==> config.mk <==
export PLATFORM = sky130hd
export DESIGN_NAME = csr_unit_top
export DESIGN_NICKNAME = d
export VERILOG_FILES = /design/src/source/csr_pkg.sv /design/src/source/csr_counters.sv /design/src/source/csr_ctrl.sv /design/src/source/csr_interface.sv /design/src/source/csr_regfile.sv /design/src/source/csr_unit_top.sv
export VERILOG_INCLUDE_DIRS = /design/src /design/src/include
export SDC_FILE = /design/constraint.sdc
export NUM_CORES = 1
export LEC_CHECK = 0
export ABC_AREA = 1
export BUFFER_PORTS_ARGS = -buffer_cell sky130_fd_sc_hd__buf_4
export CELL_PAD_IN_SITES_DETAIL_PLACEMENT = 2
export CELL_PAD_IN_SITES_GLOBAL_PLACEMENT = 2
export CORE_AREA = 2 2 308 310
export CTS_CLUSTER_SIZE = 8
export DETAILED_ROUTE_END_ITERATION = 10
export DIE_AREA = 0 0 310 312
export PLACE_DENSITY_LB_ADDON = 0.1
export SYNTH_ARGS = -nofsm -noshare
export SYNTH_HDL_FRONTEND = slang
export SYNTH_SLANG_ARGS = --single-unit
==> constraint.sdc <==
create_clock -name clk_i -period 6.25 [get_ports clk_i]
set_clock_uncertainty 0.05 [all_clocks]
set_input_delay 0.9375 -clock clk_i [delete_from_list [all_inputs] [get_ports clk_i]]
set_output_delay 0.9375 -clock clk_i [all_outputs]
set_load 0.02 [all_outputs]
==> src/include/csr_params.svh <==
// widths and trap causes shared by the csr unit
// only machine mode causes are defined, no interrupt codes
`ifndef CSR_PARAMS_SVH
`define CSR_PARAMS_SVH

// data path width
`define CSR_XLEN 64

// csr address field of the instruction
`define CSR_ADDR_W 12

// rs1 field, also the zimm of the immediate forms
`define CSR_ZIMM_W 5

// mcause values for synchronous traps
// environment call from machine mode
`define CSR_CAUSE_ECALL_M 11

// ebreak
`define CSR_CAUSE_BREAKPOINT 3

// illegal instruction, used for unknown csr addresses
`define CSR_CAUSE_ILLEGAL 2

`endif

==> src/source/csr_pkg.sv <==
// types of the machine mode csr unit
// widths come from csr_params.svh, no virtual memory or privilege types
`include "csr_params.svh"

package csr_pkg;

    // writeback instruction kinds seen by the csr unit
    typedef enum logic [3:0] {
        CSRRW,
        CSRRS,
        CSRRC,
        CSRRWI,
        CSRRSI,
        CSRRCI,
        ECALL,
        EBREAK,
        MRET,
        WFI,
        URET,
        SRET,
        SFENCE_VMA,
        MRTS,
        OTHER
    } instr_type_t;

    // command sent with each request
    typedef enum logic [2:0] {
        CSR_CMD_NOPE,
        CSR_CMD_READ,
        CSR_CMD_WRITE,
        CSR_CMD_SET,
        CSR_CMD_CLEAR,
        CSR_CMD_SYS
    } csr_cmd_t;

    // implemented csr addresses
    typedef enum logic [`CSR_ADDR_W-1:0] {
        CSR_MSTATUS  = 12'h300,
        CSR_MTVEC    = 12'h305,
        CSR_MSCRATCH = 12'h340,
        CSR_MEPC     = 12'h341,
        CSR_MCAUSE   = 12'h342,
        CSR_MCYCLE   = 12'hB00,
        CSR_MINSTRET = 12'hB02
    } csr_addr_t;

    // exception info carried down the pipe
    typedef struct packed {
        logic [`CSR_XLEN-1:0] cause;
        logic [`CSR_XLEN-1:0] origin;
    } xcpt_t;

    // instruction at writeback
    typedef struct packed {
        logic                   valid;
        logic [`CSR_XLEN-1:0]   pc;
        instr_type_t            instr_type;
        logic [`CSR_ZIMM_W-1:0] rs1;
        logic [`CSR_ADDR_W-1:0] csr_addr;
        // rs1 register value
        logic [`CSR_XLEN-1:0]   result;
        xcpt_t                  ex;
    } exe_wb_instr_t;

    // request from the core side
    typedef struct packed {
        logic [`CSR_ADDR_W-1:0] csr_rw_addr;
        csr_cmd_t               csr_rw_cmd;
        logic [`CSR_XLEN-1:0]   csr_rw_data;
        logic                   csr_exception;
        logic                   csr_retire;
        logic [`CSR_XLEN-1:0]   csr_xcpt_cause;
        logic [`CSR_XLEN-1:0]   csr_pc;
    } req_cpu_csr_t;

    // gated software write, shared by regfile and counters
    typedef struct packed {
        logic                   wr_en;
        csr_cmd_t               cmd;
        logic [`CSR_ADDR_W-1:0] addr;
        logic [`CSR_XLEN-1:0]   data;
    } csr_wr_t;

    typedef struct packed {
        logic                 take;
        logic [`CSR_XLEN-1:0] cause;
        logic [`CSR_XLEN-1:0] epc;
    } trap_t;

    typedef struct packed {
        logic                 valid;
        logic [`CSR_XLEN-1:0] pc;
    } redirect_t;

    // new value of a csr after write, set or clear
    function automatic logic [`CSR_XLEN-1:0] csr_apply(
        input logic [`CSR_XLEN-1:0] old_val,
        input csr_cmd_t             cmd,
        input logic [`CSR_XLEN-1:0] wdata
    );
        case (cmd)
            CSR_CMD_WRITE: return wdata;
            CSR_CMD_SET:   return old_val | wdata;
            CSR_CMD_CLEAR: return old_val & ~wdata;
            default:       return old_val;
        endcase
    endfunction

endpackage

==> src/source/csr_counters.sv <==
// mcycle and minstret, free running, a software write wins over the increment
`include "csr_params.svh"

module csr_counters (
    input  logic                 clk_i,
    input  logic                 rst_n_i,
    input  csr_pkg::csr_wr_t     wr_i,
    input  logic                 retire_i,
    output logic [`CSR_XLEN-1:0] mcycle_o,
    output logic [`CSR_XLEN-1:0] minstret_o
);

    import csr_pkg::*;

    // index 0 is mcycle, 1 is minstret
    logic [`CSR_XLEN-1:0] cnt_q [2];
    logic [1:0]           inc;
    logic [1:0]           sw_wr;
    csr_addr_t            cnt_addr [2];

    assign cnt_addr[0] = CSR_MCYCLE;
    assign cnt_addr[1] = CSR_MINSTRET;

    // mcycle every cycle, minstret on retire
    assign inc = {retire_i, 1'b1};

    always_ff @(posedge clk_i) begin
        for (int i = 0; i < 2; i++) begin
            if (!rst_n_i) begin
                cnt_q[i] <= '0;
            end else if (sw_wr[i]) begin
                cnt_q[i] <= csr_apply(cnt_q[i], wr_i.cmd, wr_i.data);
            end else if (inc[i]) begin
                cnt_q[i] <= cnt_q[i] + 1'b1;
            end
        end
    end

    // write hits the counter's own address only
    always_comb begin
        for (int i = 0; i < 2; i++) begin
            sw_wr[i] = wr_i.wr_en && (wr_i.addr == cnt_addr[i]);
        end
    end

    assign mcycle_o   = cnt_q[0];
    assign minstret_o = cnt_q[1];

endmodule

==> src/source/csr_ctrl.sv <==
// csr control, purely combinational, picks write, trap or mret for one instruction
// redirect and illegal show the decode even under stall, state updates do not
`include "csr_params.svh"

module csr_ctrl (
    input  logic                       csr_ena_i,
    input  csr_pkg::req_cpu_csr_t      req_i,
    input  csr_pkg::instr_type_t       instr_type_i,
    input  logic                       stall_i,
    // from the register file
    input  logic                       addr_hit_i,
    input  logic [`CSR_XLEN-1:0]       mepc_i,
    input  logic [`CSR_XLEN-1:0]       mtvec_i,
    // state updates
    output csr_pkg::csr_wr_t           wr_o,
    output csr_pkg::trap_t             trap_o,
    output logic                       mret_o,
    output logic                       retire_o,
    // to the core
    output csr_pkg::redirect_t         redirect_o,
    output logic                       illegal_o
);

    import csr_pkg::*;

    logic                 is_access;
    logic                 is_write;
    logic                 is_sys;
    logic                 illegal;
    logic                 is_env;
    logic                 is_mret;
    logic                 trap_any;
    logic [`CSR_XLEN-1:0] trap_cause;

    // real csr accesses, system kinds excluded
    assign is_access = csr_ena_i &&
                       (req_i.csr_rw_cmd inside {CSR_CMD_READ, CSR_CMD_WRITE,
                                                 CSR_CMD_SET, CSR_CMD_CLEAR});
    assign is_write  = req_i.csr_rw_cmd inside {CSR_CMD_WRITE, CSR_CMD_SET, CSR_CMD_CLEAR};
    assign is_sys    = csr_ena_i && (req_i.csr_rw_cmd == CSR_CMD_SYS);

    // unknown address, read included
    assign illegal = is_access && !addr_hit_i;
    assign is_env  = is_sys && (instr_type_i inside {ECALL, EBREAK});

    // an incoming exception overrides mret
    assign is_mret  = is_sys && (instr_type_i == MRET) && !req_i.csr_exception;
    assign trap_any = req_i.csr_exception || illegal || is_env;

    // cause priority: pipeline exception, illegal, ecall or ebreak
    always_comb begin
        if (req_i.csr_exception) begin
            trap_cause = req_i.csr_xcpt_cause;
        end else if (illegal) begin
            trap_cause = `CSR_XLEN'(`CSR_CAUSE_ILLEGAL);
        end else if (instr_type_i == ECALL) begin
            trap_cause = `CSR_XLEN'(`CSR_CAUSE_ECALL_M);
        end else begin
            trap_cause = `CSR_XLEN'(`CSR_CAUSE_BREAKPOINT);
        end
    end

    // write only when legal, clean and not stalled
    assign wr_o.wr_en = is_access && is_write && addr_hit_i &&
                        !req_i.csr_exception && !stall_i;
    assign wr_o.cmd   = req_i.csr_rw_cmd;
    assign wr_o.addr  = req_i.csr_rw_addr;
    assign wr_o.data  = req_i.csr_rw_data;

    assign trap_o.take  = trap_any && !stall_i;
    assign trap_o.cause = trap_cause;
    assign trap_o.epc   = req_i.csr_pc;

    assign mret_o = is_mret && !stall_i;

    // ecall, ebreak and illegal accesses do not retire
    assign retire_o = req_i.csr_retire && !trap_any;

    // trap goes to mtvec, mret back to mepc
    assign redirect_o.valid = trap_any || is_mret;
    assign redirect_o.pc    = trap_any ? mtvec_i : mepc_i;

    // flagged only when illegal is the chosen cause
    assign illegal_o = illegal && !req_i.csr_exception;

endmodule

==> src/source/csr_interface.sv <==
// decodes the writeback instruction into a csr request, purely combinational
// wb_xcpt_i is passed through as is, it is not qualified here
`include "csr_params.svh"

module csr_interface (
    // writeback side
    input  logic                   wb_xcpt_i,
    input  csr_pkg::exe_wb_instr_t exe_to_wb_wb_i,
    input  logic                   stall_exe_i,
    // csr or system instruction present
    output logic                   wb_csr_ena_int_o,
    // request towards the csr control
    output csr_pkg::req_cpu_csr_t  req_cpu_csr_o
);

    import csr_pkg::*;

    logic                 csr_ena;
    csr_cmd_t             csr_cmd;
    logic [`CSR_XLEN-1:0] csr_wdata;
    logic [`CSR_XLEN-1:0] zimm;
    logic                 rs1_zero;
    logic                 imm_form;

    // zero extended rs1 field for the immediate forms
    assign zimm = {{(`CSR_XLEN-`CSR_ZIMM_W){1'b0}}, exe_to_wb_wb_i.rs1};
    assign rs1_zero = (exe_to_wb_wb_i.rs1 == '0);
    assign imm_form = exe_to_wb_wb_i.instr_type inside {CSRRWI, CSRRSI, CSRRCI};

    always_comb begin
        csr_cmd = CSR_CMD_NOPE;
        csr_ena = 1'b0;
        if (exe_to_wb_wb_i.valid) begin
            case (exe_to_wb_wb_i.instr_type)
                CSRRW, CSRRWI: begin
                    csr_cmd = CSR_CMD_WRITE;
                    csr_ena = 1'b1;
                end
                // x0 or zimm 0 means read only, no write side effect
                CSRRS, CSRRSI: begin
                    csr_cmd = rs1_zero ? CSR_CMD_READ : CSR_CMD_SET;
                    csr_ena = 1'b1;
                end
                CSRRC, CSRRCI: begin
                    csr_cmd = rs1_zero ? CSR_CMD_READ : CSR_CMD_CLEAR;
                    csr_ena = 1'b1;
                end
                // system kinds, only some of them act further down
                ECALL, EBREAK, MRET, WFI, URET, SRET, SFENCE_VMA, MRTS: begin
                    csr_cmd = CSR_CMD_SYS;
                    csr_ena = 1'b1;
                end
                default: begin
                    csr_cmd = CSR_CMD_NOPE;
                    csr_ena = 1'b0;
                end
            endcase
        end
    end

    // write data, none for system kinds
    always_comb begin
        if (csr_cmd == CSR_CMD_SYS) begin
            csr_wdata = '0;
        end else if (imm_form) begin
            csr_wdata = zimm;
        end else begin
            csr_wdata = exe_to_wb_wb_i.result;
        end
    end

    // disabled request carries nope, addr zero and the faulting origin
    assign req_cpu_csr_o.csr_rw_addr = csr_ena ? exe_to_wb_wb_i.csr_addr : '0;
    assign req_cpu_csr_o.csr_rw_cmd  = csr_ena ? csr_cmd : CSR_CMD_NOPE;
    assign req_cpu_csr_o.csr_rw_data = csr_ena ? csr_wdata : exe_to_wb_wb_i.ex.origin;

    // exception info straight through
    assign req_cpu_csr_o.csr_exception  = wb_xcpt_i;
    assign req_cpu_csr_o.csr_xcpt_cause = exe_to_wb_wb_i.ex.cause;
    assign req_cpu_csr_o.csr_pc         = exe_to_wb_wb_i.pc;

    // retire only a valid, clean, unstalled instruction
    assign req_cpu_csr_o.csr_retire = exe_to_wb_wb_i.valid & ~wb_xcpt_i & ~stall_exe_i;

    assign wb_csr_ena_int_o = csr_ena;

endmodule

==> src/source/csr_regfile.sv <==
// machine mode csr storage, mstatus keeps only mie and mpie
// mtvec is direct mode only, the two low bits always read zero
`include "csr_params.svh"

module csr_regfile (
    input  logic                   clk_i,
    input  logic                   rst_n_i,
    input  logic [`CSR_ADDR_W-1:0] rd_addr_i,
    input  csr_pkg::csr_wr_t       wr_i,
    input  csr_pkg::trap_t         trap_i,
    input  logic                   mret_i,
    // counter values for the read mux
    input  logic [`CSR_XLEN-1:0]   mcycle_i,
    input  logic [`CSR_XLEN-1:0]   minstret_i,
    output logic [`CSR_XLEN-1:0]   rdata_o,
    output logic                   addr_hit_o,
    output logic [`CSR_XLEN-1:0]   mepc_o,
    output logic [`CSR_XLEN-1:0]   mtvec_o
);

    import csr_pkg::*;

    // mstatus bit positions
    localparam int MIE_BIT  = 3;
    localparam int MPIE_BIT = 7;

    logic                 mie_q;
    logic                 mpie_q;
    logic [`CSR_XLEN-1:0] mtvec_q;
    logic [`CSR_XLEN-1:0] mepc_q;
    logic [`CSR_XLEN-1:0] mcause_q;
    logic [`CSR_XLEN-1:0] mscratch_q;
    logic [`CSR_XLEN-1:0] mstatus_rd;
    logic [`CSR_XLEN-1:0] wr_old;
    logic [`CSR_XLEN-1:0] wr_new;
    logic                 wr_hit;

    always_comb begin
        mstatus_rd = '0;
        mstatus_rd[MIE_BIT]  = mie_q;
        mstatus_rd[MPIE_BIT] = mpie_q;
    end

    // current value and hit for one address
    function automatic logic [`CSR_XLEN:0] lookup(input logic [`CSR_ADDR_W-1:0] addr);
        case (addr)
            CSR_MSTATUS:  return {1'b1, mstatus_rd};
            CSR_MTVEC:    return {1'b1, mtvec_q};
            CSR_MSCRATCH: return {1'b1, mscratch_q};
            CSR_MEPC:     return {1'b1, mepc_q};
            CSR_MCAUSE:   return {1'b1, mcause_q};
            CSR_MCYCLE:   return {1'b1, mcycle_i};
            CSR_MINSTRET: return {1'b1, minstret_i};
            default:      return '0;
        endcase
    endfunction

    // read port, value before this cycle's update
    always_comb begin
        {addr_hit_o, rdata_o} = lookup(rd_addr_i);
    end

    // old value for read-modify-write
    always_comb begin
        {wr_hit, wr_old} = lookup(wr_i.addr);
    end
    assign wr_new = csr_apply(wr_old, wr_i.cmd, wr_i.data);

    always_ff @(posedge clk_i) begin
        if (!rst_n_i) begin
            mie_q      <= 1'b0;
            mpie_q     <= 1'b0;
            mtvec_q    <= '0;
            mepc_q     <= '0;
            mcause_q   <= '0;
            mscratch_q <= '0;
        end else if (trap_i.take) begin
            // trap entry, stack mie
            mepc_q   <= trap_i.epc;
            mcause_q <= trap_i.cause;
            mpie_q   <= mie_q;
            mie_q    <= 1'b0;
        end else if (mret_i) begin
            // return, pop mie
            mie_q  <= mpie_q;
            mpie_q <= 1'b1;
        end else if (wr_i.wr_en && wr_hit) begin
            case (wr_i.addr)
                CSR_MSTATUS: begin
                    mie_q  <= wr_new[MIE_BIT];
                    mpie_q <= wr_new[MPIE_BIT];
                end
                CSR_MTVEC:    mtvec_q    <= {wr_new[`CSR_XLEN-1:2], 2'b00};
                CSR_MSCRATCH: mscratch_q <= wr_new;
                CSR_MEPC:     mepc_q     <= wr_new;
                CSR_MCAUSE:   mcause_q   <= wr_new;
                // counters are written in csr_counters
                default: begin
                end
            endcase
        end
    end

    assign mepc_o  = mepc_q;
    assign mtvec_o = mtvec_q;

endmodule

==> src/source/csr_unit_top.sv <==
// machine mode csr unit at writeback, read data and redirect are combinational
// updates land on the next rising edge, no interrupts
`include "csr_params.svh"

module csr_unit_top (
    input  logic                   clk_i,
    input  logic                   rst_n_i,
    input  csr_pkg::exe_wb_instr_t wb_i,
    input  logic                   wb_xcpt_i,
    input  logic                   stall_exe_i,
    output logic [`CSR_XLEN-1:0]   csr_rdata_o,
    output csr_pkg::redirect_t     redirect_o,
    output logic                   illegal_o,
    output csr_pkg::req_cpu_csr_t  csr_req_o
);

    import csr_pkg::*;

    req_cpu_csr_t         req;
    logic                 csr_ena;
    csr_wr_t              wr;
    trap_t                trap;
    logic                 mret;
    logic                 retire;
    logic                 addr_hit;
    logic [`CSR_XLEN-1:0] mepc;
    logic [`CSR_XLEN-1:0] mtvec;
    logic [`CSR_XLEN-1:0] mcycle;
    logic [`CSR_XLEN-1:0] minstret;

    // decode
    csr_interface u_interface (
        .wb_xcpt_i        (wb_xcpt_i),
        .exe_to_wb_wb_i   (wb_i),
        .stall_exe_i      (stall_exe_i),
        .wb_csr_ena_int_o (csr_ena),
        .req_cpu_csr_o    (req)
    );

    // legality, trap and return
    csr_ctrl u_ctrl (
        .csr_ena_i    (csr_ena),
        .req_i        (req),
        .instr_type_i (wb_i.instr_type),
        .stall_i      (stall_exe_i),
        .addr_hit_i   (addr_hit),
        .mepc_i       (mepc),
        .mtvec_i      (mtvec),
        .wr_o         (wr),
        .trap_o       (trap),
        .mret_o       (mret),
        .retire_o     (retire),
        .redirect_o   (redirect_o),
        .illegal_o    (illegal_o)
    );

    // read address is the request address
    csr_regfile u_regfile (
        .clk_i      (clk_i),
        .rst_n_i    (rst_n_i),
        .rd_addr_i  (req.csr_rw_addr),
        .wr_i       (wr),
        .trap_i     (trap),
        .mret_i     (mret),
        .mcycle_i   (mcycle),
        .minstret_i (minstret),
        .rdata_o    (csr_rdata_o),
        .addr_hit_o (addr_hit),
        .mepc_o     (mepc),
        .mtvec_o    (mtvec)
    );

    csr_counters u_counters (
        .clk_i      (clk_i),
        .rst_n_i    (rst_n_i),
        .wr_i       (wr),
        .retire_i   (retire),
        .mcycle_o   (mcycle),
        .minstret_o (minstret)
    );

    assign csr_req_o = req;

endmodule

==> flow_summary_export.csv, run 1 <==
group,metric,value,unit
place,preCtsSetupSlack,0.999,ns
detailed_routing,drtIter0Drc,3692,
global_route,grt_pass1_vias,35000,
detailed_routing,ant_nets,0,
global_route,grt_pass1_wl,254000,um
run,maxCapViolations,0,
synth,synth_warnings,0,
power,ir_drop,0.214,mV
sta,rsz0062_at_grt,"no",
sta,slew_headroom,15.0,%
sta,fin_setup_tns,0,ns
setup_path,critPathMaxStageDelay,0.75,ns
cts,cts_resized,0,
layout,layout_common_cells,"nand2_1, buf_4, nor2_1",
synth,synthCells,4664,
sta,fin_ws,1.18,ns
cts,root_buffer,"clkbuf_16",
place,dp_cells,6294,
die,die_y,312,um
layout,drive_gt1_share,16.3,%
global_route,grt_usage,36.1,%
sta,report.final.slew_viol_count,0,
setup_path,critPathArrivalTime,4.08,ns
die,dieArea,96700,um2
sta,tightest_slew,1.27,ns
sta,period_share,81.1,%
cts,clk_latency,0.65,ns
setup_path,crit_fanout,82,
detailed_routing,detail_route.wl_per_cell,28.4,um
setup_path,crit_top_cell,"buf_4",
cts,htreeDepth,2,
detailed_routing,drc_errors,0,
layout,fin_util,38.2,%
synth,syn_area,28800,um2
synth,synth-main-ff-cell,"dfxtp_1",
place,routabilityCongestion,0.947,
detailed_routing,routed_via_density,5.58,
detailed_routing,route.vias.total,35600,
synth,synth_edf_count,128,
layout,area_growth,23.4,%
power,leakagePower,16.6,nW
place,place_area,34000,um2
cts,cts_made_buffers,56,
setup_path,crit_type,"in2out",
setup_path,worstPathCellList,"buf_4, nand3_4, o211ai_1, nand2_2, inv_2, nand3_2, buf_4, nand2_1, nor2_1, nand3_2, nand3_4, buf_4, o21ai_0, buf_4",
place,hpwl,141000,um
global_route,globalRoute.totalOverflow,0,
cts,cts_tree,"done",
layout,final_nets,5382,
setup_path,setup.worst_path.start_class,"input pin",
layout,final_area,35500,um2
synth,synthArstFlopShare,0,%
synth,ys_seq_area_share,31.1,%
global_route,grt_max_degree,89,
worst_hold_path,hp-class,"reg2reg",
sta,finalSetupViolCount,0,
detailed_routing,wl,181000,um
detailed_routing,drtPass1Iterations,5,
setup_path,setup.worst_path.end_class,"output pin",
cts,clockBufferDepth,3,
place,io_buffers,620,
cts,clkTransAtPathRegs,0.05,ns
layout,final_common_cell,"nand2_1",
die,start_util,31.0,%
layout,final_cells,6375,
cts,cts_setup_buffers,0,
sta,hold_violations,0,
synth,synth.ff_latch_count,384,
die,placeableCoreArea,93000,um2
sta,max_freq,197,MHz
power,power.density,215,nW/um2
power,power.total,7.66,mW
sta,whs,0.417,ns
global_route,antenna_found_initial,0,
status,outcome,"completed",
cts,cts_hold_buf,0,
die,ios,621,
die,die_w,310,um
sta,finalCriticalPeriod,5.07,ns
synth,syn_area_per_cell,6.18,um2
cts,clkSinkCount,384,
setup_path,critical_path_required,5.26,ns
setup_path,crit_slowest_cell,"buf_4",
synth,yosysUniqueCellTypes,49,
die,fp-row-count,112,
## kinds of logic after synthesis
group           Yosys count  synth area share [%]
other cells               1                0.0130
compound gates          928                  17.7
buf+inv                 764                  12.3
xor+xnor                105                  3.19
flops                   384                  31.1
simple gates           2480                  35.6
fa+ha+maj                 2                0.0869
## layout make-up
| cell class | instances | area [um2] |
|---|---|---|
| diodes | 3 | 7.51 |
| clock buffers | 72 | 1490 |
| clock inverters | 6 | 82.6 |
| fillers | 11600 | 57500 |
| inverters | 380 | 1430 |
| multi-input cells | 3579 | 16600 |
| flip-flops and latches | 384 | 8970 |
| well taps | 1254 | 1570 |
| repair buffers | 697 | 5350 |
## registers in the layout, summed over array words and instances (netlist names)
name / flops
u_regfile.mepc_o: 64
u_regfile.mscratch_q: 64
u_counters.cnt_q: 128
u_regfile.mie_q: 1
u_regfile.mpie_q: 1
u_regfile.mcause_q: 64
u_regfile.mtvec_o: 62
## critical path, delay by kind of cell
family          cells  cell delay, ns
compound gates      2            0.55
buf+inv             5            1.49
simple gates        7            0.97
## synthesized netlist by cell type, types with 15 or more instances
master / n / share of area, %
nand2_1: 1522 / 20
nor2_1: 416 / 5.4
inv_1: 357 / 4.7
a21oi_1: 351 / 6.1
o21ai_0: 347 / 6.0
nand3_1: 341 / 5.9
dfxtp_1: 256 / 18
buf_4: 139 / 3.6
edfxtp_1: 128 / 13
clkbuf_1: 125 / 1.6
buf_2: 106 / 1.8
xor2_1: 83 / 2.5
o211ai_1: 70 / 1.8
o21a_1: 69 / 1.8
nor3_1: 67 / 1.2
o21ai_1: 61 / 1.1
nand4_1: 60 / 1.3
xnor2_1: 22 / 0.67
nor4_1: 16 / 0.35
inv_2: 15 / 0.20
## metal layers
layer | track usage, % | up-vias | wire [um]
li1 | - | 15900 | -
met4 | 8.79 | 0 | 4580
met3 | 9.19 | 194 | 18900
met2 | 51.7 | 1593 | 74600
met5 | 0 | - | 0
met1 | 53.6 | 17900 | 83100
## where the power goes
part | switching [mW] | leakage [nW] | internal (mW) | total (mW)
clock | 1.31 | 0.764 | 1.65 | 2.96
combinational | 1.31 | 12.4 | 0.545 | 1.86
sequential | 0.139 | 3.38 | 2.70 | 2.84
## final timing paths
| path | start | end | slack [ns] | cells past startpoint |
|---|---|---|---|---|
| setup / recovery | wb_i[210] | redirect_o[27] | 1.18 | 14 |
| hold / removal | u_regfile.mscratch_q[42] | u_regfile.mscratch_q[42] | 0.42 | 1 |
| hold reg to reg | u_regfile.mscratch_q[42] | u_regfile.mscratch_q[42] | 0.42 | 1 |
| setup reg to reg | u_counters.cnt_q[1][4] | u_counters.cnt_q[1][61] | 2.56 | 14 |
Power figures use the tool's default switching activity.
==> inputs of run 2 (changes only) <==
--- a/config.mk
+++ b/config.mk
@@ -10,10 +10,10 @@
 export BUFFER_PORTS_ARGS = -buffer_cell sky130_fd_sc_hd__buf_4
 export CELL_PAD_IN_SITES_DETAIL_PLACEMENT = 2
 export CELL_PAD_IN_SITES_GLOBAL_PLACEMENT = 2
-export CORE_AREA = 2 2 308 310
+export CORE_AREA = 2 2 336 338
 export CTS_CLUSTER_SIZE = 8
 export DETAILED_ROUTE_END_ITERATION = 10
-export DIE_AREA = 0 0 310 312
+export DIE_AREA = 0 0 338 340
 export PLACE_DENSITY_LB_ADDON = 0.1
 export SYNTH_ARGS = -nofsm -noshare
 export SYNTH_HDL_FRONTEND = slang
==> constraint.sdc (replaced) <==
create_clock -name clk_i -period 4.3 [get_ports clk_i]
set_clock_uncertainty 0.05 [all_clocks]
set_input_delay 0.645 -clock clk_i [delete_from_list [all_inputs] [get_ports clk_i]]
set_output_delay 0.645 -clock clk_i [all_outputs]
set_load 0.02 [all_outputs]
==> run 2 against run 1 <==
Compared with the run above: sequential cell count did not move; cell area increased by 6.1%; combinational power rose by 63%; setup slack worse by 1.1 ns; highest routed layer is now met5.
==> flow_summary_export.csv, run 2 (synthesis results as in run 1) <==
group,metric,value,unit
power,comb_power_share,26.2,%
power,switchingPower,4.18,mW
detailed_routing,drc_errors,0,
sta,tightest_slew,1.05,ns
sta,fin_setup_tns,0,ns
cts,root_buffer,"clkbuf_16",
layout,final_cells,6801,
layout,final_nets,5562,
die,start_util,25.8,%
setup_path,worst-path-buf-inv,3,
global_route,grt_pass1_wl,267000,um
layout,area_growth,30.9,%
power,power.total,11.5,mW
place,dp_cells,6720,
setup_path,critPathMaxStageDelay,0.64,ns
setup_path,critPathArrivalTime,3.48,ns
cts,cts_setup_buffers,0,
place,hpwl,153000,um
sta,rsz0062_at_grt,"no",
detailed_routing,ant_nets,0,
global_route,antenna_found_initial,10,
cts,clockBufferDepth,3,
worst_hold_path,hp-class,"in2reg",
layout,layout_common_cells,"nand2_1, buf_4, nor2_1",
sta,period_share,97.1,%
cts,cts_tree,"done",
sta,slew_headroom,29.6,%
detailed_routing,route.vias.total,36000,
setup_path,crit_type,"in2out",
setup_path,crit_fanout,43,
power,leakagePower,17.6,nW
run,maxCapViolations,0,
setup_path,worstPathCellList,"buf_4, nand3_4, nand4_1, nor2_1, nand3_4, nand2_1, nor2_1, nand3_2, nand3_4, clkbuf_8, o21ai_0, buf_4",
cts,htreeDepth,2,
die,die_y,340,um
power,pwr-share-seq,35.9,%
cts,clkSinkCount,384,
cts,clk_latency,0.69,ns
cts,clkTransAtPathRegs,0.05,ns
setup_path,setup.worst_path.start_class,"input pin",
layout,largest_reg_flops,128,
sta,report.final.slew_viol_count,0,
detailed_routing,wl,192000,um
layout,largest_register,"u_counters.cnt_q",
setup_path,crit_slowest_cell,"o21ai_0",
detailed_routing,drtPass1Iterations,5,
setup_path,crit_family,"simple AND/OR/NAND/NOR gates",
detailed_routing,drtIter0Drc,3473,
die,dieArea,115000,um2
global_route,grt_pass1_vias,35500,
cts,cts_hold_buf,0,
power,pwr-share-clk,37.9,%
die,die_w,338,um
die,fp-row-count,123,
global_route,grt_max_degree,78,
die,ios,621,
layout,final_common_cell,"nand2_1",
detailed_routing,routed_via_density,5.29,
cts,cts_made_buffers,56,
setup_path,critical_path_required,3.61,ns
setup_path,setup.worst_path.end_class,"output pin",
die,placeableCoreArea,112000,um2
status,outcome,"completed",
cts,cts_resized,0,
power,ir_drop,0.326,mV
detailed_routing,detail_route.wl_per_cell,28.2,um
place,routabilityCongestion,0.928,
setup_path,crit_top_cell,"nand3_4",
sta,finalCriticalPeriod,4.18,ns
sta,max_freq,239,MHz
sta,hold_violations,0,
power,internal_power,7.37,mW
global_route,globalRoute.totalOverflow,0,
global_route,grt_usage,32.3,%
place,io_buffers,620,
power,power.density,306,nW/um2
sta,finalSetupViolCount,0,
layout,drive_gt1_share,19.1,%
power,swShare,36.2,%
## run 2: final timing paths
path	start	slack (ns)	to	cells past startpoint
setup / recovery	wb_i[210]	0.12	redirect_o[27]	12
hold / removal	wb_i[219]	0.25	u_regfile.mepc_o[6]	5
setup reg to reg	u_counters.cnt_q[1][0]	0.72	u_counters.cnt_q[1][62]	14
hold reg to reg	u_regfile.mtvec_o[3]	0.42	u_regfile.mtvec_o[3]	2
## run 2: worst register-to-register path, cell delays in order, from the launching register on
cell	delay (ns)
edfxtp_1	0.52
ha_1	0.25
nand2_1	0.10
nor2_1	0.21
nand4_1	0.26
nor2_1	0.31
nand2_1	0.21
nor2_1	0.26
nand4_1	0.24
nor2_1	0.34
nand2_1	0.17
nor2_1	0.16
xor2_1	0.09
o21ai_1	0.12
inv_1	0.05
## run 2: per-layer routing
layer	up-vias	GRT usage, %	routed length, um
met5	-	0	13
met4	2	6.25	3490
met3	149	4.88	14600
met2	1373	45.7	77600
met1	18200	50.8	95900
li1	16300	-	-
## run 2: power by group through the flow
stage	Combinational (mW)	Sequential [mW]	Clock [mW]
3_3_place_gp	2.92	4.20	0
6_report	3.03	4.14	4.38
2_1_floorplan	1.47	4.10	0
5_1_grt	3.23	4.15	4.55
4_1_cts	2.99	4.13	4.45
3_5_place_dp	2.97	4.20	0
## run 2: final cells by class
class	instances	area, um2
Inverter	380	1430
Antenna cell	2	5.00
Sequential cell	384	8970
Multi-Input combinational cell	3579	16700
Timing Repair Buffer	877	7210
Fill cell	13800	73900
Clock buffer	71	1480
Clock inverter	8	90.1
Tap cell	1500	1880
## run 2: through the flow
stage / hold WS [ns] / worst slack [ns] / cell area (um2) / utilization, %
2_1_floorplan: 0.386 / 0.204 / 29000 / -
3_3_place_gp: 0.398 / 0.135 / 36100 / 32.4
3_5_place_dp: 0.407 / 0.0580 / 36100 / 32.4
4_1_cts: 0.207 / 0.0537 / 37700 / 33.8
5_1_grt: 0.278 / 0.00434 / 37700 / 33.8
6_report: 0.246 / 0.124 / 37700 / 33.8
